===== src/sonic_pkg.sv =====
// Link widths, block lock thresholds, gearbox and ring buffer geometry
`default_nettype none

package sonic_pkg;

   // Transceiver word and 64b/66b block widths
   localparam int xcvr_width    = 40;
   localparam int block_width   = 66;
   localparam int payload_width = 64;

   // Ring word carries two payloads
   localparam int ring_width      = 128;
   localparam int ring_addr_width = 8;
   localparam int ring_ptr_width  = 9;
   localparam int ring_words      = 2 ** ring_addr_width;

   // Lock acquisition and loss thresholds, in headers
   localparam int lock_good_count  = 64;
   localparam int unlock_window    = 64;
   localparam int unlock_bad_count = 16;

   // Flops per clock domain crossing
   localparam int sync_stages = 2;

   // Gearbox residue holds one new word over at most 65 leftover bits
   localparam int gb_residue_width = xcvr_width + block_width - 1;
   localparam int gb_fill_width    = $clog2(gb_residue_width + 1);
   localparam logic [gb_fill_width-1:0] gb_fill_step  = gb_fill_width'(xcvr_width);
   localparam logic [gb_fill_width-1:0] gb_fill_block = gb_fill_width'(block_width);

   // Block alignment offset, 0 to 65
   localparam int block_offset_width = $clog2(block_width);
   localparam logic [block_offset_width-1:0] offset_max = block_offset_width'(block_width - 1);

   // Counter widths and terminal values for the lock FSM
   localparam int good_cnt_width   = $clog2(lock_good_count);
   localparam int window_cnt_width = $clog2(unlock_window);
   localparam int bad_cnt_width    = $clog2(unlock_bad_count);
   localparam logic [good_cnt_width-1:0]   good_cnt_max   = good_cnt_width'(lock_good_count - 1);
   localparam logic [window_cnt_width-1:0] window_cnt_max = window_cnt_width'(unlock_window - 1);
   localparam logic [bad_cnt_width-1:0]    bad_cnt_max    = bad_cnt_width'(unlock_bad_count - 1);

endpackage

`default_nettype wire

===== src/sonic_gearbox_40_66.sv =====
// 40-to-66 bit gearbox with residue buffer and block strobe
`timescale 1ns/1ps
`default_nettype none

module sonic_gearbox_40_66
   import sonic_pkg::*;
(
   input  wire                     wr_clock,
   input  wire                     rst_n,
   input  wire  [xcvr_width-1:0]   data_in,
   output logic [block_width-1:0]  gearbox_data,
   output logic                    gearbox_valid
);

   // Leftover bits, oldest at bit 0
   logic [gb_residue_width-1:0] residue;
   // Number of valid bits in residue, always below 66
   logic [gb_fill_width-1:0]    fill;

   // Residue with the new word stacked on top
   logic [gb_residue_width-1:0] merged;
   logic [gb_fill_width-1:0]    fill_sum;
   // A whole block is present this cycle
   logic                        block_ready;

   always_comb begin
      // New word lands right above the valid residue bits
      merged = residue |
               ({{(gb_residue_width - xcvr_width){1'b0}}, data_in} << fill);
      fill_sum    = fill + gb_fill_step;
      block_ready = (fill_sum >= gb_fill_block);
   end

   // Residue and fill bookkeeping
   always_ff @(posedge wr_clock or negedge rst_n) begin
      if (!rst_n) begin
         residue       <= '0;
         fill          <= '0;
         gearbox_valid <= 1'b0;
      end else begin
         // Strobe one cycle after 66 bits are first available
         gearbox_valid <= block_ready;
         if (block_ready) begin
            // Drop the emitted block, zeros fill from the top
            residue <= merged >> block_width;
            fill    <= fill_sum - gb_fill_block;
         end else begin
            residue <= merged;
            fill    <= fill_sum;
         end
      end
   end

   // Oldest 66 bits form the outgoing block
   always_ff @(posedge wr_clock) begin
      if (block_ready) begin
         gearbox_data <= merged[block_width-1:0];
      end
   end

   // 33 words in, 20 blocks out, one block per cycle at most
   // since 40 new bits never cover two blocks

endmodule

`default_nettype wire


===== config.mk =====
export PLATFORM = sky130hd
export DESIGN_NAME = sonic_gearbox_40_66
export DESIGN_NICKNAME = d
export VERILOG_FILES = /design/src/sonic_pkg.sv /design/src/sonic_gearbox_40_66.sv
export SDC_FILE = /design/constraint.sdc
export NUM_CORES = 1
export LEC_CHECK = 0
export BUFFER_PORTS_ARGS = -buffer_cell sky130_fd_sc_hd__buf_2
export CORE_UTILIZATION = 40
export CTS_CLUSTER_DIAMETER = 30
export DETAILED_ROUTE_END_ITERATION = 16
export SKIP_CTS_REPAIR_TIMING = 1
export SYNTH_ARGS = -nofsm -noshare
export SYNTH_HDL_FRONTEND = slang
export SYNTH_SLANG_ARGS = --single-unit
export TNS_END_PERCENT = 100

===== constraint.sdc =====
create_clock -name wr_clock -period 8.4 [get_ports wr_clock]
set_input_delay 1.68 -clock wr_clock [delete_from_list [all_inputs] [get_ports wr_clock]]
set_output_delay 1.68 -clock wr_clock [all_outputs]
set_load 0.01 [all_outputs]

==> implementation parameters, run 1 <==
Parameter                              Value

Timing
  Shortest clock period the worst path allows after layout    4.00 ns
  Max Clk Rate    0.250 GHz
  Unrepaired setup endpoints after global routing    no
  Transition at the pin with the smallest max-transition slack    1.23 ns
  Final number of setup-violating endpoints    0
  Remaining max-slew budget at the tightest pin    0.168
  Count of pins over their slew limit    0
  Final worst-path setup slack    4.40 ns
  Period utilisation layout    0.476
  Min Hold Slack    0.494 ns
  Sum of negative setup slack    0 ns
  Count of endpoints failing hold in the final timing report    0
  Worst Skew    0.0102 ns

Power and ir drop
  Post-layout power    1.82 mW
  Psw    0.471 mW
  Ratio of total power to cell area    164 mW/mm^2
  Switching power as a share of total power    0.259
  Sequential group share of total power    0.503
  Reported leakage power    4.61 nW
  Portion of total power attributed to the clock network    0.424
  P_int    1.35 mW
  Part of the total power dissipated in combinational logic    0.073
  Worst ir drop on vdd    0.123 mV

Clock tree
  Root buffer selected by CTS    sky130_fd_sc_hd__clkbuf_16
  Clock edge transition at the registers on the reported setup and hold paths    0.08 ns
  H-tree lvl count    4
  Clock Sink Count    178
  Clock tree from TritonCTS    done
  Number of buffers inserted during clock tree synthesis    17
  Clock tree buffer depth    2
  Later-pin clock latency in the skew report    0.44 ns

Synth
  Number of warning messages in the yosys log    0
  Number of different library cells in the post-synthesis netlist    65
  Largest cells by area after synthesis    sky130_fd_sc_hd__dfrtp_1, sky130_fd_sc_hd__edfxtp_1, sky130_fd_sc_hd__mux4_2
  Avg Synthesized Cell Area    11.3 sq um
  EDFF count, synth    66
  Primary FF master, synth    sky130_fd_sc_hd__dfrtp_1
  Cell type contributing the most total cell area after synthesis    sky130_fd_sc_hd__dfrtp_1
  Post-synthesis cell count    863
  Proportion of synthesized chip area in sequential cells    0.489
  Commonest cells post-synth    sky130_fd_sc_hd__dfrtp_1, sky130_fd_sc_hd__nor2_1, sky130_fd_sc_hd__edfxtp_1
  Post-synthesis register bit count    178
  Share of synthesized registers carrying an async set or reset    0.629
  Syn nets    909
  Post-synthesis cell area    0.00978 sq mm
  Area fraction of the dominant cell type after synthesis    0.287

Setup path
  Buffers plus inverters on the worst setup path    4
  Worst-case register-to-register setup slack    4.40 ns
  Master of the slowest instance on the critical path    sky130_fd_sc_hd__buf_4
  Timing endpoint of the critical path    fill[3]
  Data required, critical path    8.70 ns
  Crit path depth    10
  Startpoint of the most critical register-to-register path    fill[1]
  Setup crit start kind    flop
  Cell breakdown of the critical path    buf_4, inv_1, ha_1, nor2b_1, o211ai_1, nand2b_1, inv_6, buf_4, nand2_1, xnor2_1
  CP Data Arrival Time    4.30 ns
  Critical path peak fanout    125
  Endpoint kind of the worst setup timing path    flop
  Cell count of the worst reg-to-reg path    10
  Worst setup path class    reg -> reg
  Gate family responsible for the most delay along the worst path    buffers and inverters
  Maximum cell stage delay along the critical path    0.77 ns
  Worst setup path start    fill[1]
  Capture instance of the worst register-to-register path    fill[3]
  Top cell by count, worst path    sky130_fd_sc_hd__buf_4

Placement
  Post-Place Setup Slack    4.35 ns
  RePlAce Congestion    0.884
  Half-perimeter wire length after placement    20200 microns
  Number of buffers inserted by port buffering    108

Routing
  # DRC    0
  Final antenna-violating net count    0
  Per-cell via count in the routed design    6.22
  Total via count after detailed routing    7905
  First-pass DRT Iterations    6
  Average wire per cell in the routed design    23.9 microns
  Drt initial violations    788
  WL final    30400 microns

Layout
  Count of nets after finishing    985
  Share of layout cells above drive strength 1    0.261
  Ant diodes    0
  Sequential cell area    0.00479 sq mm
  Count of filler cells inserted in the layout    2208
  Area of combinational cells with multiple inputs    0.00462 sq mm
  Synthesis-to-finish area growth    13.1%

Floorplan
  Io pins    109
  Area enclosed by the die boundary    0.0251 sq mm
  Initial Util    0.412
  # rows    56
  X dimension of the die    158 microns
  Die H    158 microns
  Core Region    0.0238 sq mm

Min path
  Class of the tightest hold or removal check    reg -> reg
  Source of the worst hold timing path    residue[40]
  Count of cells along the worst hold path    2

Global route
  Sum of overflow across all layers after global routing    0
  Total routing usage reported by global routing    0.253
  Global-route wire length before repair    46300 microns
  Via count of the first global-routing pass    7454
  Maximum number of pins on one net before global-route repair    126
  Number of antenna violations at the first check in global routing    0

Flow run
  Number of max-capacitance violations reported    0

Status
  Outcome    completed
==> power groups by stage <==
stage	registers [mW]	clock network [mW]	logic (mW)
5_1_grt	0.916	0.811	0.142
6_report	0.915	0.771	0.133
2_1_floorplan	0.932	0	0.0694
3_3_place_gp	0.933	0	0.130
4_1_cts	0.915	0.777	0.131
3_5_place_dp	0.933	0	0.131
==> metal layers <==
metal,wire length [microns],share of wire,up-vias,GRT usage
li1,-,-,3461,-
met1,13300,0.44,3949,0.368
met2,13100,0.43,424,0.354
met3,2800,0.092,71,0.0536
met4,1230,0.041,0,0.130
met5,0,0,-,0
==> tightest hold or removal path, cell delays in order, from the launching register on <==
cell,delay [ns]
sky130_fd_sc_hd__dfrtp_1,0.35
sky130_fd_sc_hd__nand2_1,0.05
sky130_fd_sc_hd__o31ai_1,0.06
==> registers in the layout, indices dropped and copies added (netlist names) <==
name           cells
fill               6
gearbox_valid      1
residue          105
gearbox_data      66
==> kinds of logic (layout without fill, tap and decap cells) <==
group | after synthesis | count (layout) | share of synthesized area
and+or+nand+nor | 265 | 265 | 0.129
AOI/OAI and AO/OA | 244 | 244 | 0.177
DFF | 178 | 178 | 0.489
muxes | 88 | 88 | 0.156
buffers and inverters | 78 | 167 | 0.0389
xor gates and xnor gates | 6 | 6 | 0.00537
adders and majority gates | 4 | 4 | 0.00512
==> worst min path at each step <==
stage,endpoint
floorplan,residue[40]
global placement,residue[40]
detailed placement,residue[40]
CTS,residue[40]
global route,residue[86]
finish,residue[40]
==> area by class of cell <==
class,count,area share
clock buffers,17,0.0384
clock inverters,15,0.0111
inverters,11,0.00418
multi-input cells,607,0.418
flip-flops and latches,178,0.433
well taps,319,0.0361
repair buffers,124,0.0599
==> stage by stage <==
stage / util / instance area [sq um] / std cells
global placement: 0.443 / 10500 / 1239
finish: 0.466 / 11100 / 1271
CTS: 0.466 / 11100 / 1271
floorplan: - / 9780 / 863
global route: 0.466 / 11100 / 1271
detailed placement: 0.443 / 10500 / 1239
==> layout by cell type (no fill, tap or decap), types with 5 or more instances in the layout <==
master	netlist	routed
sky130_fd_sc_hd__buf_2	18	107
sky130_fd_sc_hd__nor3_1	35	35
sky130_fd_sc_hd__inv_6	0	6
sky130_fd_sc_hd__a2111oi_2	6	6
sky130_fd_sc_hd__clkbuf_16	0	17
sky130_fd_sc_hd__o221ai_1	7	7
sky130_fd_sc_hd__a221oi_1	7	7
sky130_fd_sc_hd__xnor2_1	5	5
sky130_fd_sc_hd__dfrtp_1	112	109
sky130_fd_sc_hd__and2_1	18	18
sky130_fd_sc_hd__o221a_2	8	8
sky130_fd_sc_hd__or2_2	5	5
sky130_fd_sc_hd__a31oi_1	16	16
sky130_fd_sc_hd__o22ai_1	34	34
sky130_fd_sc_hd__a21oi_1	57	57
sky130_fd_sc_hd__nand3_1	11	11
sky130_fd_sc_hd__mux2i_2	7	7
sky130_fd_sc_hd__nor2b_1	11	11
sky130_fd_sc_hd__mux2i_4	10	10
sky130_fd_sc_hd__edfxtp_1	66	66
sky130_fd_sc_hd__inv_1	8	7
sky130_fd_sc_hd__nor2_1	112	112
sky130_fd_sc_hd__nand2_1	39	39
sky130_fd_sc_hd__a211oi_1	14	14
sky130_fd_sc_hd__o21ai_0	21	21
sky130_fd_sc_hd__mux2i_1	25	25
sky130_fd_sc_hd__buf_4	5	17
sky130_fd_sc_hd__o21bai_1	10	10
sky130_fd_sc_hd__mux4_2	35	35
sky130_fd_sc_hd__o2bb2ai_1	5	5
sky130_fd_sc_hd__a21o_1	15	15
sky130_fd_sc_hd__mux2_2	8	8
sky130_fd_sc_hd__nand2b_1	9	9
(Power assumes the default switching activity.)
==> run 2, diff against run 1 <==
==> constraint.sdc (replaced) <==
create_clock -name wr_clock -period 3.3 [get_ports wr_clock]
set_input_delay 0.66 -clock wr_clock [delete_from_list [all_inputs] [get_ports wr_clock]]
set_output_delay 0.66 -clock wr_clock [all_outputs]
set_load 0.01 [all_outputs]
==> run 2 against run 1 <==
Critical path depth down 4. Non-clock buffer count up 39. Clock power rose to 2.7 times the previous value. Register-to-register slack got worse by 3.9 ns. Count of clock-buffer cells in the layout grew 2. First-iteration DRC count shrank 0.89%. Sequential cell count stayed put. Worst setup slack got worse by 3.9 ns. Total power increased to 2.6 times the previous value. Via count up 2.2%. Critical endpoint is now residue[54]. Largest cell class unchanged. Largest power group unchanged.
==> implementation parameters, run 2 (same netlist as run 1, synthesis figures left out) <==
Parameter                              Value

Status
  Outcome    completed

Clock tree
  Root buffer selected by CTS    sky130_fd_sc_hd__clkbuf_16
  Later-pin clock latency in the skew report    0.43 ns
  Clock tree from TritonCTS    done
  Clock edge transition at the registers on the reported setup and hold paths    0.07 ns
  Number of buffers inserted during clock tree synthesis    17
  H-tree lvl count    4
  Clock tree buffer depth    2
  Clock Sink Count    178

Setup path
  Buffers plus inverters on the worst setup path    1
  Gate family responsible for the most delay along the worst path    multiplexers
  Maximum cell stage delay along the critical path    0.66 ns
  Worst setup path class    reg -> reg
  Cell breakdown of the critical path    buf_4, mux4_1, mux2i_1, o21ai_1, a221o_1, and2_1
  Cell count of the worst reg-to-reg path    6
  Worst-case register-to-register setup slack    0.53 ns
  Setup crit start kind    flop
  Startpoint of the most critical register-to-register path    fill[1]
  Capture instance of the worst register-to-register path    residue[54]
  Data required, critical path    3.62 ns
  CP Data Arrival Time    3.09 ns
  Critical path peak fanout    19
  Master of the slowest instance on the critical path    sky130_fd_sc_hd__dfrtp_2
  Endpoint kind of the worst setup timing path    flop

Power and ir drop
  Post-layout power    4.76 mW
  Worst ir drop on vdd    0.291 mV
  Ratio of total power to cell area    414 mW/mm^2
  Reported leakage power    4.86 nW

Layout
  Count of nets after finishing    1024
  Synthesis-to-finish area growth    17.5%
  Most used cells in the layout excluding fill and tap cells    sky130_fd_sc_hd__nor2_1, sky130_fd_sc_hd__dfrtp_1, sky130_fd_sc_hd__buf_2
  Final non-filler cell total    1310
  Register containing the most flip-flops in the final layout    residue
  Ant diodes    0
  Biggest regs    residue: 105 flops, gearbox_data: 66 flops, fill: 6 flops
  Flip-flop count of the largest register, all copies and words added    105
  Most common cell after layout, fill and taps aside    sky130_fd_sc_hd__nor2_1
  Count of filler cells inserted in the layout    2194
  Final cell utilization of the core    0.484
  Share of layout cells above drive strength 1    0.289

Placement
  Number of buffers inserted by port buffering    108
  Half-perimeter wire length after placement    21800 microns
  RePlAce Congestion    0.944
  Cell count after placement    1278

Timing
  Sum of negative setup slack    0 ns
  Max Clk Rate    0.361 GHz
  Worst Skew    0.00762 ns
  Shortest clock period the worst path allows after layout    2.77 ns
  Remaining max-slew budget at the tightest pin    0.388
  Unrepaired setup endpoints after global routing    no
  Final number of setup-violating endpoints    0
  Count of pins over their slew limit    0
  Count of endpoints failing hold in the final timing report    0
  Transition at the pin with the smallest max-transition slack    0.916 ns
  Period utilisation layout    0.839

Floorplan
  Io pins    109
  Core Region    0.0238 sq mm
  Area enclosed by the die boundary    0.0251 sq mm
  X dimension of the die    158 microns
  Die H    158 microns
  # rows    56
  Initial Util    0.412

Routing
  Final antenna-violating net count    0
  Per-cell via count in the routed design    6.17
  WL final    30700 microns
  Average wire per cell in the routed design    23.4 microns
  Total via count after detailed routing    8082
  Drt initial violations    781
  First-pass DRT Iterations    5
  # DRC    0

Global route
  Global-route wire length before repair    47200 microns
  Maximum number of pins on one net before global-route repair    58
  Number of antenna violations at the first check in global routing    0
  Via count of the first global-routing pass    7762
  Sum of overflow across all layers after global routing    0
  Total routing usage reported by global routing    0.256

Flow run
  Number of max-capacitance violations reported    0

Min path
  Class of the tightest hold or removal check    in -> async
## run 2: changes by cell type in the layout (fill, tap and decap cells not counted), moves of 2 or more
cell,before,now
sky130_fd_sc_hd__buf_4,17,49
sky130_fd_sc_hd__clkinvlp_4,3,1
sky130_fd_sc_hd__bufinv_16,0,2
sky130_fd_sc_hd__clkinv_4,1,4
sky130_fd_sc_hd__buf_12,0,7
sky130_fd_sc_hd__inv_6,6,3
## run 2: metrics by stage
step	setup slack [ns]	hold slack [ns]	instance area (sq um)
3_3_place_gp	0.581	0.455	10900
3_5_place_dp	0.544	0.471	10900
5_1_grt	0.384	0.206	11500
4_1_cts	0.531	0.181	11500
2_1_floorplan	0.143	0.364	9790
6_report	0.530	0.177	11500
## run 2: layer usage
metal,GRT usage,vias to the layer above,wire length [microns]
li1,-,3538,-
met1,0.362,4021,13500
met2,0.371,447,13300
met3,0.0604,76,2800
met4,0.114,0,1090
met5,0,-,0
## run 2: area by class of cell
type                       count  area, sq um  share of cell area
timing repair buffer         163         1040              0.0908
tap                          319          399              0.0347
clock inverter                13          153              0.0133
multi-input combinational    607         4620               0.402
clock buffer                  19          443              0.0385
inverter                      11         46.3             0.00403
sequential                   178         4790               0.417
## run 2: power breakdown
group | total (mW) | internal, mW | switching (mW) | leakage [nW]
registers | 2.33 | 2.32 | 0.0109 | 2.14
logic | 0.349 | 0.136 | 0.213 | 2.43
clock network | 2.08 | 1.15 | 0.923 | 0.292
total | 4.76 | 3.61 | 1.15 | 4.86
## run 2: how the worst max path moves through the flow
stage | startpoint | to | slack [ns] | cells past startpoint
6_report | fill[1] | residue[54] | 0.53 | 6
5_1_grt | fill[1] | residue[54] | 0.38 | 6
4_1_cts | fill[1] | residue[54] | 0.53 | 6
3_5_place_dp | fill[1] | residue[54] | 0.54 | 6
3_3_place_gp | fill[1] | residue[54] | 0.58 | 6
2_1_floorplan | fill[2] | gearbox_data[0] | 0.14 | 12
