<file path="src/sonic_pkg.sv">
// Link widths, block lock thresholds, gearbox and ring buffer geometry
`default_nettype none

package sonic_pkg;

   // Transceiver word and 64b/66b block widths
   localparam int xcvr_width    = 40;
   localparam int block_width   = 66;
   localparam int payload_width = 64;

   // Ring word carries two payloads
   localparam int ring_width      = 128;
   localparam int ring_addr_width = 8;
   localparam int ring_ptr_width  = 9;
   localparam int ring_words      = 2 ** ring_addr_width;

   // Lock acquisition and loss thresholds, in headers
   localparam int lock_good_count  = 64;
   localparam int unlock_window    = 64;
   localparam int unlock_bad_count = 16;

   // Flops per clock domain crossing
   localparam int sync_stages = 2;

   // Gearbox residue holds one new word over at most 65 leftover bits
   localparam int gb_residue_width = xcvr_width + block_width - 1;
   localparam int gb_fill_width    = $clog2(gb_residue_width + 1);
   localparam logic [gb_fill_width-1:0] gb_fill_step  = gb_fill_width'(xcvr_width);
   localparam logic [gb_fill_width-1:0] gb_fill_block = gb_fill_width'(block_width);

   // Block alignment offset, 0 to 65
   localparam int block_offset_width = $clog2(block_width);
   localparam logic [block_offset_width-1:0] offset_max = block_offset_width'(block_width - 1);

   // Counter widths and terminal values for the lock FSM
   localparam int good_cnt_width   = $clog2(lock_good_count);
   localparam int window_cnt_width = $clog2(unlock_window);
   localparam int bad_cnt_width    = $clog2(unlock_bad_count);
   localparam logic [good_cnt_width-1:0]   good_cnt_max   = good_cnt_width'(lock_good_count - 1);
   localparam logic [window_cnt_width-1:0] window_cnt_max = window_cnt_width'(unlock_window - 1);
   localparam logic [bad_cnt_width-1:0]    bad_cnt_max    = bad_cnt_width'(unlock_bad_count - 1);

endpackage

`default_nettype wire
</file>
<file path="src/sonic_blocksync.sv">
// Block boundary search by sync header check and slip, with lock/hunt FSM
`timescale 1ns/1ps
`default_nettype none

module sonic_blocksync
   import sonic_pkg::*;
(
   input  wire                       wr_clock,
   input  wire                       rst_n,
   input  wire  [block_width-1:0]    gearbox_data,
   input  wire                       gearbox_valid,
   output logic [payload_width-1:0]  block_payload,
   output logic                      block_valid,
   output logic                      block_lock
);

   typedef enum logic {
      st_hunt,
      st_lock
   } sync_state_t;

   sync_state_t state;

   // Previous gearbox word, current one is gearbox_data
   logic [block_width-1:0]        last_word;
   logic [2*block_width-1:0]      word_pair;
   // Candidate block at the current bit offset
   logic [block_width-1:0]        window;
   logic [block_offset_width-1:0] offset;
   logic                          header_ok;

   // Consecutive good headers while hunting
   logic [good_cnt_width-1:0]     good_cnt;
   // Headers and bad headers in the current window while locked
   logic [window_cnt_width-1:0]   window_cnt;
   logic [bad_cnt_width-1:0]      bad_cnt;

   always_comb begin
      // Older bits sit low, later stream bits above
      word_pair = {gearbox_data, last_word};
      window    = block_width'(word_pair >> offset);
      // Header 01 or 10, i.e. the two bits differ
      header_ok = window[0] ^ window[1];
   end

   // Block data path, one block per gearbox strobe
   always_ff @(posedge wr_clock) begin
      if (gearbox_valid) begin
         last_word     <= gearbox_data;
         // Header stripped, payload kept
         block_payload <= window[block_width-1:2];
      end
   end

   // Lock/hunt FSM
   always_ff @(posedge wr_clock or negedge rst_n) begin
      if (!rst_n) begin
         state       <= st_hunt;
         offset      <= '0;
         good_cnt    <= '0;
         window_cnt  <= '0;
         bad_cnt     <= '0;
         block_valid <= 1'b0;
      end else begin
         block_valid <= gearbox_valid;
         if (gearbox_valid) begin
            case (state)
               st_hunt: begin
                  if (!header_ok) begin
                     // Slip one bit and start counting again
                     good_cnt <= '0;
                     offset   <= (offset == offset_max) ? '0 : offset + 1'b1;
                  end else if (good_cnt == good_cnt_max) begin
                     good_cnt   <= '0;
                     window_cnt <= '0;
                     bad_cnt    <= '0;
                     state      <= st_lock;
                  end else begin
                     good_cnt <= good_cnt + 1'b1;
                  end
               end
               st_lock: begin
                  if (!header_ok && (bad_cnt == bad_cnt_max)) begin
                     // Too many bad headers in this window
                     window_cnt <= '0;
                     bad_cnt    <= '0;
                     state      <= st_hunt;
                  end else if (window_cnt == window_cnt_max) begin
                     // Window closes, start a fresh one
                     window_cnt <= '0;
                     bad_cnt    <= '0;
                  end else begin
                     window_cnt <= window_cnt + 1'b1;
                     if (!header_ok) begin
                        bad_cnt <= bad_cnt + 1'b1;
                     end
                  end
               end
               default: state <= st_hunt;
            endcase
         end
      end
   end

   // Lock level lines up with the payload it was decided on
   assign block_lock = (state == st_lock);

endmodule

`default_nettype wire

</file>
<file path="config.mk">
export PLATFORM = sky130hd
export DESIGN_NAME = sonic_blocksync
export DESIGN_NICKNAME = d
export VERILOG_FILES = /design/src/sonic_pkg.sv /design/src/sonic_blocksync.sv
export SDC_FILE = /design/constraint.sdc
export NUM_CORES = 1
export LEC_CHECK = 0
export ABC_AREA = 0
export BUFFER_PORTS_ARGS = -buffer_cell sky130_fd_sc_hd__buf_2
export CORE_MARGIN = 2
export CORE_UTILIZATION = 55
export CTS_CLUSTER_SIZE = 40
export DETAILED_ROUTE_END_ITERATION = 10
export PLACE_DENSITY = 0.87
export SLEW_MARGIN = 20
export SYNTH_ARGS = -nofsm -noshare
export SYNTH_HDL_FRONTEND = slang
export SYNTH_SLANG_ARGS = --single-unit
</file>
<file path="constraint.sdc">
create_clock -name wr_clock -period 4.7 [get_ports wr_clock]
set_input_delay 0.235 -clock wr_clock [delete_from_list [all_inputs] [get_ports wr_clock]]
set_output_delay 0.235 -clock wr_clock [all_outputs]
set_load 0.01 [all_outputs]
</file>
==> metrics.csv, run 1 <==
metric,value,unit
GRT Util Overall,35.7,%
worst rel slew slack,22.2,%
routed length per placed instance,26.8,µm
Total Power,14.4,mW
"worst slack, placed",721,ps
number of antenna violations at the first check in global routing,1,
Mapped Area,14400,µm²
final wirelength,49700,µm
Pwr per Cell Area,907,nW/µm²
Crit Path Class,reg -> reg,
Max Cap Viol,0,
Final ANT Viol Nets,0,
n_diodes,0,
worst slew pin tran,1160,ps
mux cell area share after synthesis,39.4,%
library cells used by synthesis,62,
WL met2,20600,µm
share of layout cells above drive strength 1,27.6,%
die area,27400,µm²
DR pass1 iterations,9,
register area share after synthesis,31.5,%
syn nets,1515,
Met1 Wirelength,20300,µm
DP HPWL,38000,µm
htree depth,4,
root buffer cell,clkbuf_16,
VDD IR max,0.374,mV
Die X,166,µm
Max Clock Skew,13.3,ps
Critical Path RT,5030,ps
DRC viols,0,
r2r startpoint,offset[1]$_DFFE_PN0P_,
worst-skew pair later-pin latency,440,ps
Synth Warn #,0,
combinational family with the most area after synthesis,multiplexers,
syn_area_per_cell,9.97,µm²
XOR/XNOR Fraction of Synth Area,0.296,%
leak pwr,6.57,nW
I/O pin total,135,
status,"finished, final reports clean",
crit path from,offset[1]$_DFFE_PN0P_,
I/O Buffers,134,
Area contributors post-synth,"edfxtp_1, mux2i_1, mux4_2",
CP max FO,31,
Crit. End Element,register,
Worst Setup Start Kind,register,
Synth async-reset ratio,16.1,%
Min Hold Slack,1.52,ps
Synth Area in Compound Gates,12.3,%
first-pass GRT wire length,74900,µm
Pins Over Slew Limit,0,
vias in the first global route,11659,
worst hold-check path type,in -> reg,
fin crit period,4110,ps
final setup fails,0,
Via density,6.92,
Initial Utilization,55.6,%
largest net degree at the start of global routing,87,
initial detailed-routing violation count,1917,
biggest area consumer among synthesized cells,edfxtp_1,
Synth Flop Type,edfxtp_1,
row cnt,59,
maximum operating frequency,0.243,GHz
most frequent cells after synthesis,"mux2i_1, nand2_1, edfxtp_1",
synthesis-to-finish area growth,10.3,%
Adder-Cell Fraction of Synth Area,0.435,%
met3 WL post-DR,6720,µm
WP data arrival,4440,ps
Die Ht,166,µm
Core Footprint,25800,µm²
via count,12821,
Synth Area in Simple Gates,11.6,%
"Clk pin slew, worst setup/hold paths",70,ps
PnR worst setup slack,587,ps
CTS tree,done,
Layout Nets,1580,
min-delay src,gearbox_data[21],
"flops & latches, synth",155,
RSZ-0062 raised after global routing,no,
RePlAce Congestion,1.08,
uppermost layer routed,met4,
Final Util,61.3,%
CTS buffer count,17,
clock sink total,155,
Final period util,87.5,%
sum of negative setup slack,0,ps
cell count after synthesis,1441,
cell with the most instances after synthesis,mux2i_1,
post_cts resized,0,
CTS Buffer Depth,2,
number of enable flip-flop cells after synthesis,130,
post-synth top area share,27.2,%
GRT Residual Overflow,0,
final hold vios,0,
[flip-flops by register name, summed over array words and instances, names as in the netlist]
register / cells
offset: 7
good_cnt: 6
block_lock: 1
block_valid: 1
window_cnt: 6
last_word: 66
block_payload: 64
bad_cnt: 4
[metrics by stage]
step	cell area [µm²]	instances
2_1_floorplan	14400	1441
3_3_place_gp	15300	1821
3_5_place_dp	15300	1821
4_1_cts	15800	1854
5_1_grt	15800	1854
6_report	15800	1854
[final timing paths]
check | endpoint | slack [ps] | cells past startpoint
setup reg to reg | bad_cnt[1]$_DFFE_PN0P_ | 590 | 11
setup / recovery | bad_cnt[1]$_DFFE_PN0P_ | 590 | 11
max in group asynchronous | offset[1]$_DFFE_PN0P_ | 3930 | 2
hold / removal | last_word[21]$_DFFE_PP_ | 2 | 1
hold reg to reg | good_cnt[5]$_DFFE_PN0P_ | 520 | 1
min in group asynchronous | block_lock$_DFFE_PN0P_ | 330 | 2
[placed cells by master (no fill, tap or decap), types with 3 or more instances in the layout]
master	synthesis	layout
a211oi_1	10	10
a21o_1	5	5
a21oi_1	44	44
a221o_1	3	3
a22o_1	10	10
a22oi_1	4	4
a31oi_1	3	3
and2_1	6	6
and3_1	7	7
buf_12	0	7
buf_2	24	133
buf_4	3	31
clkbuf_16	0	18
clkinv_2	0	3
clkinv_4	0	3
dfrtp_1	25	18
dfrtp_2	0	6
edfxtp_1	130	130
ha_1	5	5
inv_1	10	8
inv_4	0	4
inv_6	0	3
mux2_2	113	113
mux2i_1	252	252
mux4_2	83	83
nand2_1	217	217
nand2b_1	6	6
nand3_1	21	21
nor2_1	114	114
nor2b_1	7	7
nor3_1	6	6
o211ai_1	14	14
o21a_1	4	4
o21ai_0	127	127
o22ai_1	31	31
o2bb2ai_1	10	10
or3_1	6	6
[critical path, cell delays in order (launching register included)]
cell	delay [ps]
dfrtp_4	740
buf_4	420
mux2_2	400
mux2i_1	410
mux2i_1	210
mux2i_1	250
and4_1	240
nor4_2	70
xnor2_2	500
buf_4	320
o21ai_0	150
a22o_1	250
[per-layer routing]
layer	global-route usage, %	up-vias
li1	-	5595
met1	53.0	6139
met2	50.0	966
met3	9.34	121
met4	13.6	0
met5	0	-
[cell families after synthesis]
group / after synthesis
mux: 448
simple gates: 401
compound gates: 289
flops: 155
buf+inv: 139
fa+ha+maj: 5
xor+xnor: 4
[repair_timing]
action / 4_1_cts / 5_1_grt
hold buffers: 1 / 0
buffers inserted: 0 / 0
hold endpoints to repair: 25 / 0
[area by class of cell]
type / instances / area [µm²]
Multi-Input combinational cell: 1147 / 9200
Sequential cell: 155 / 4540
Clock buffer: 21 / 472
Inverter: 13 / 56.3
Fill cell: 2122 / 9990
Tap cell: 335 / 419
Clock inverter: 11 / 108
Timing Repair Buffer: 172 / 1050
[power by group]
part           internal (mW)  switching, mW  leakage, nW
clock network          0.783          0.628        0.284
logic                   4.18           6.40         4.70
registers               2.11          0.272         1.59
No activity file was read; power rests on OpenSTA's default activity.
==> run 2: changes to the inputs <==
Clock period 4.7 ns to 4.54 ns, I/O delays scaled along.
==> metrics.csv, run 2 (same netlist as run 1, synthesis figures left out) <==
metric,value,unit,change
"commonest non-fill, non-tap cells in the layout","mux2i_1, nand2_1, buf_2",,unchanged
number of antenna violations at the first check in global routing,1,,unchanged
Crit. End Element,register,,unchanged
CTS Buffer Depth,2,,unchanged
Pwr per Cell Area,940,nW/µm²,was 907 nW/µm²
DRC viols,0,,unchanged
final wirelength,51600,µm,was 49700 µm
Reg area,4540,µm²,unchanged
Min Hold Slack,7.80,ps,was 1.52 ps
RSZ-0062 raised after global routing,no,,unchanged
worst hold-check path type,in -> reg,,unchanged
final hold vios,0,,unchanged
Die X,166,µm,unchanged
Fillers,2104,,was 2122
max reg flops,66,,unchanged
Largest Register,last_word,,unchanged
via count,13059,,was 12821
CTS buffer count,17,,unchanged
synthesis-to-finish area growth,12.5,%,was 10.3%
sum of negative setup slack,0,ps,unchanged
htree depth,4,,unchanged
routed length per placed instance,27.2,µm,was 26.8 µm
first-pass GRT wire length,76700,µm,was 74900 µm
share of layout cells above drive strength 1,28.7,%,was 27.6%
Final Util,62.6,%,was 61.3%
worst rel slew slack,16.7,%,was 22.2%
vias in the first global route,11799,,was 11659
RePlAce Congestion,1.08,,about the same
row cnt,59,,unchanged
"commonest non-fill, non-tap cell in the layout",mux2i_1,,unchanged
Layout Nets,1621,,was 1580
leak pwr,6.75,nW,was 6.57 nW
CTS tree,done,,unchanged
"Clk pin slew, worst setup/hold paths",80,ps,was 70 ps
Worst Setup Start Kind,register,,unchanged
Crit Path Class,reg -> reg,,unchanged
GRT Util Overall,36.9,%,was 35.7%
DR pass1 iterations,6,,was 9
Max Clock Skew,10.8,ps,was 13.3 ps
GRT Residual Overflow,0,,unchanged
Via density,6.89,,was 6.92
DP HPWL,40300,µm,was 38000 µm
I/O pin total,135,,unchanged
Total Power,15.2,mW,was 14.4 mW
fin crit period,4080,ps,was 4110 ps
largest net degree at the start of global routing,83,,was 87
Initial Utilization,55.6,%,unchanged
WP data arrival,4410,ps,was 4440 ps
root buffer cell,clkbuf_16,,unchanged
I/O Buffers,134,,unchanged
Core Footprint,25800,µm²,unchanged
CP max FO,27,,was 31
Pins Over Slew Limit,0,,unchanged
final setup fails,0,,unchanged
clock sink total,155,,unchanged
initial detailed-routing violation count,1934,,was 1917
dpl cells,1849,,was 1821
worst-skew pair later-pin latency,440,ps,about the same
Final period util,89.9,%,was 87.5%
status,"finished, final reports clean",,unchanged
VDD IR max,0.413,mV,was 0.374 mV
Die Ht,166,µm,unchanged
Layout Cells excl Fill,1895,,was 1854
Max Cap Viol,0,,unchanged
worst slew pin tran,1240,ps,was 1160 ps
multi-input logic area,9200,µm²,unchanged
die area,27400,µm²,unchanged
Critical Path RT,4870,ps,was 5030 ps
Final ANT Viol Nets,0,,unchanged
leading registers by flop count,"last_word: 66 flops, block_payload: 64 flops, offset: 7 flops",,unchanged
maximum operating frequency,0.245,GHz,was 0.243 GHz
n_diodes,0,,unchanged
==> run 2: cell count changes in the layout (fill, tap and decap cells not counted), sizes merged <==
| cell | delta |
|---|---|
| clkinvlp | +1 |
| clkbuf | -3 |
| inv | +4 |
| clkinv | -2 |
| buf | +28 |
| dlygate4sd3 | +13 |
==> run 2: report_power, final <==
group / internal [mW] / total, mW / switching (mW)
registers: 2.19 / 2.48 / 0.288
clock network: 0.780 / 1.48 / 0.697
logic: 4.48 / 11.3 / 6.77
total: 7.45 / 15.2 / 7.75
==> run 2: critical path: stages (launching register included) <==
cell and delay [ps]:
dfrtp_4 630, buf_12 240, buf_4 190, mux2_2 360, mux2i_1 380, o21ai_0 280, mux2i_1 250, and4_1 230
nor4_2 70, xnor2_2 610, buf_4 320, o21ai_0 110, a22o_1 270
==> run 2: stage by stage <==
| step | worst slack [ps] | area [µm²] |
|---|---|---|
| detailed placement | 597 | 15500 |
| global placement | 597 | 15500 |
| global route | 193 | 16200 |
| finish | 457 | 16200 |
| CTS | 577 | 16200 |
| floorplan | 1230 | 14400 |
==> run 2: path summary, 6_finish.rpt <==
kind	to	slack [ps]	cells past startpoint	from
setup / recovery	good_cnt[4]$_DFFE_PN0P_	460	12	offset[1]$_DFFE_PN0P_
hold / removal	last_word[6]$_DFFE_PP_	8	1	gearbox_data[6]
setup reg to reg	good_cnt[4]$_DFFE_PN0P_	460	12	offset[1]$_DFFE_PN0P_
hold reg to reg	good_cnt[1]$_DFFE_PN0P_	520	2	good_cnt[1]$_DFFE_PN0P_
max in group asynchronous	offset[1]$_DFFE_PN0P_	3720	2	rst_n
min in group asynchronous	window_cnt[5]$_DFFE_PN0P_	350	2	rst_n
==> run 2: cell type report <==
class / instances / share of cell area [%]
Clock inverter: 14 / 0.913
Timing Repair Buffer: 213 / 8.51
Tap cell: 335 / 2.59
Inverter: 13 / 0.348
Clock buffer: 18 / 2.65
Multi-Input combinational cell: 1147 / 56.9
Sequential cell: 155 / 28.1
==> run 2: what timing repair did <==
action | CTS | global route
hold buffers | 14 | 0
buffers inserted | 0 | 0
gates resized for setup | 0 | 0
endpoints found under the hold margin | 38 | 0
==> run 2: metal layers <==
layer	GRT usage, %	part of all wire [%]
met1	55.6	41
met2	52.0	42
met3	8.22	13
met4	13.7	3.8
met5	0	0
==> run 3: changes to the inputs <==
Settings changed: CORE_UTILIZATION 55 to 35, PLACE_DENSITY 0.87 to 0.64.
==> metrics.csv, run 3 (same netlist as run 1, synthesis figures left out) <==
metric,value,unit,change
worst r2r dst,good_cnt[4]$_DFFE_PN0P_,,unchanged
worst rel slew slack,29.0,%,was 16.7%
initial detailed-routing violation count,1424,,was 1934
Crit. End Element,register,,unchanged
Die X,207,µm,was 166 µm
leading registers by flop count,"last_word: 66 flops, block_payload: 64 flops, offset: 7 flops",,unchanged
Min-Delay Path Depth,1,,unchanged
largest net degree at the start of global routing,78,,was 83
"delay-heaviest family, CP",multiplexers,,unchanged
sum of negative setup slack,0,ps,unchanged
VDD IR max,0.378,mV,was 0.413 mV
# Post-CTS Setup Buffers,0,,unchanged
I/O pin total,135,,unchanged
"commonest non-fill, non-tap cells in the layout","mux2i_1, nand2_1, buf_2",,unchanged
number of antenna violations at the first check in global routing,0,,was 1
Largest Register,last_word,,unchanged
final wirelength,55100,µm,was 51600 µm
Pwr per Cell Area,905,nW/µm²,was 940 nW/µm²
CP Buf/Inv Count,2,,was 3
RePlAce Congestion,1.02,,was 1.08
leak pwr,6.98,nW,was 6.75 nW
clock sink total,155,,unchanged
maximum operating frequency,0.234,GHz,was 0.245 GHz
routed length per placed instance,25.7,µm,was 27.2 µm
internal reg-to-reg setup slack,260,ps,was 460 ps
Via density,6.01,,was 6.89
CTS buffer count,17,,unchanged
Final Util,41.7,%,was 62.6%
RSZ-0062 raised after global routing,no,,unchanged
"worst slack, placed",309,ps,was 597 ps
DR pass1 iterations,5,,was 6
"Clk pin slew, worst setup/hold paths",60,ps,was 80 ps
min-delay src,gearbox_valid,,was gearbox_data[6]
Max Clock Skew,29.8,ps,was 10.8 ps
worst-skew pair later-pin latency,490,ps,was 440 ps
crit path cell chain,buf_4 > mux2_2 > mux2i_1 > mux4_2 > o2111a_1 > a311o_1 > nor4_2 > xnor2_2 > buf_4 > o21ai_0 > a22o_1,,was buf_12 > buf_4 > mux2_2 > mux2i_1 > o21ai_0 > mux2i_1 > and4_1 > nor4_2 > xnor2_2 > buf_4 > o21ai_0 > a22o_1
number of hold buffers added after CTS,67,,was 14
"commonest non-fill, non-tap cell in the layout",mux2i_1,,unchanged
slowest CP cell,dfrtp_4,,unchanged
Max Cap Viol,0,,unchanged
post_cts resized,0,,unchanged
Worst Setup Start Kind,register,,unchanged
root buffer cell,clkbuf_16,,unchanged
CP max FO,23,,was 27
Core Footprint,40600,µm²,was 25800 µm²
DRC viols,0,,unchanged
Crit path top cell by count,buf_4,,
row cnt,74,,was 59
max reg flops,66,,unchanged
Critical Path RT,4910,ps,was 4870 ps
via count,12907,,was 13059
status,"finished, final reports clean",,unchanged
Pins Over Slew Limit,0,,unchanged
Final period util,94.3,%,was 89.9%
htree depth,4,,unchanged
first-pass GRT wire length,81600,µm,was 76700 µm
DP HPWL,42900,µm,was 40300 µm
crit-path max cell delay,690,ps,was 630 ps
r2r startpoint,offset[1]$_DFFE_PN0P_,,unchanged
Final ANT Viol Nets,0,,unchanged
die area,42700,µm²,was 27400 µm²
final hold vios,0,,unchanged
WP data arrival,4650,ps,was 4410 ps
synthesis-to-finish area growth,18.0,%,was 12.5%
worst hold endpoint,block_valid$_DFF_PN0_,,was last_word[6]$_DFFE_PP_
GRT Residual Overflow,0,,unchanged
CTS Buffer Depth,2,,unchanged
worst hold-check path type,in -> reg,,unchanged
Crit Path Class,reg -> reg,,unchanged
vias in the first global route,12079,,was 11799
final setup fails,0,,unchanged
Die Ht,207,µm,was 166 µm
reg2reg path depth,11,,was 12
GRT Util Overall,26.2,%,was 36.9%
worst slew pin tran,1050,ps,was 1240 ps
I/O Buffers,134,,unchanged
n_diodes,0,,unchanged
share of layout cells above drive strength 1,27.9,%,was 28.7%
CTS tree,done,,unchanged
PnR worst setup slack,261,ps,was 457 ps
Layout Nets,1675,,was 1621
Initial Utilization,35.4,%,was 55.6%
fin crit period,4280,ps,was 4080 ps
run 3: cell types whose count changed in the layout (fill, tap and decap cells not counted):
cell	delta
clkinvlp_2	+1
inv_8	-1
dlygate4sd3_1	+53
clkinvlp_4	-1
buf_6	+1
inv_6	+1
clkinv_2	-1
clkbuf_1	-1
clkinv_4	+2
run 3: area by class of cell:
| class | instances | area, µm² |
|---|---|---|
| fill | 3896 | 23700 |
| clock inverter | 15 | 155 |
| timing repair buffer | 267 | 1920 |
| multi-input combinational | 1147 | 9200 |
| tap | 532 | 666 |
| inverter | 13 | 56.3 |
| sequential | 155 | 4540 |
| clock buffer | 17 | 425 |
run 3: through the flow:
step / total power [mW] / cells / hold slack (ps) / cell area (µm²)
floorplan: 9.88 / 1441 / -68.6 / 14400
global placement: 13.4 / 2047 / 256 / 15700
detailed placement: 13.5 / 2047 / 263 / 15700
CTS: 15.1 / 2146 / 139 / 17000
global route: 16.2 / 2146 / 157 / 17000
finish: 15.4 / 2146 / 125 / 17000
run 3: metal layers:
layer  vias up  wire length, µm  track usage (%)
met2       626            23500             37.6
met3        67             5140             6.08
li1       5774                -                -
met5         -                0                0
met1      6440            25200             38.8
met4         0             1330             8.19
run 3: worst max path at each step:
stage	from	endpoint	slack, ps	depth (start not counted)
floorplan	offset[1]$_DFFE_PN0P_	block_payload[4]$_DFFE_PP_	1230	14
global placement	offset[1]$_DFFE_PN0P_	good_cnt[4]$_DFFE_PN0P_	350	11
detailed placement	offset[1]$_DFFE_PN0P_	good_cnt[4]$_DFFE_PN0P_	310	11
CTS	offset[1]$_DFFE_PN0P_	good_cnt[4]$_DFFE_PN0P_	300	11
global route	offset[0]$_DFFE_PN0P_	good_cnt[4]$_DFFE_PN0P_	70	11
finish	offset[1]$_DFFE_PN0P_	good_cnt[4]$_DFFE_PN0P_	260	11
run 3: power by group:
| part | leakage (nW) | internal (mW) | total, mW | switching (mW) |
|---|---|---|---|---|
| clock network | 0.282 | 0.774 | 1.45 | 0.673 |
| logic | 5.11 | 4.56 | 11.4 | 6.87 |
| registers | 1.59 | 2.19 | 2.49 | 0.298 |
| total | 6.98 | 7.52 | 15.4 | 7.84 |
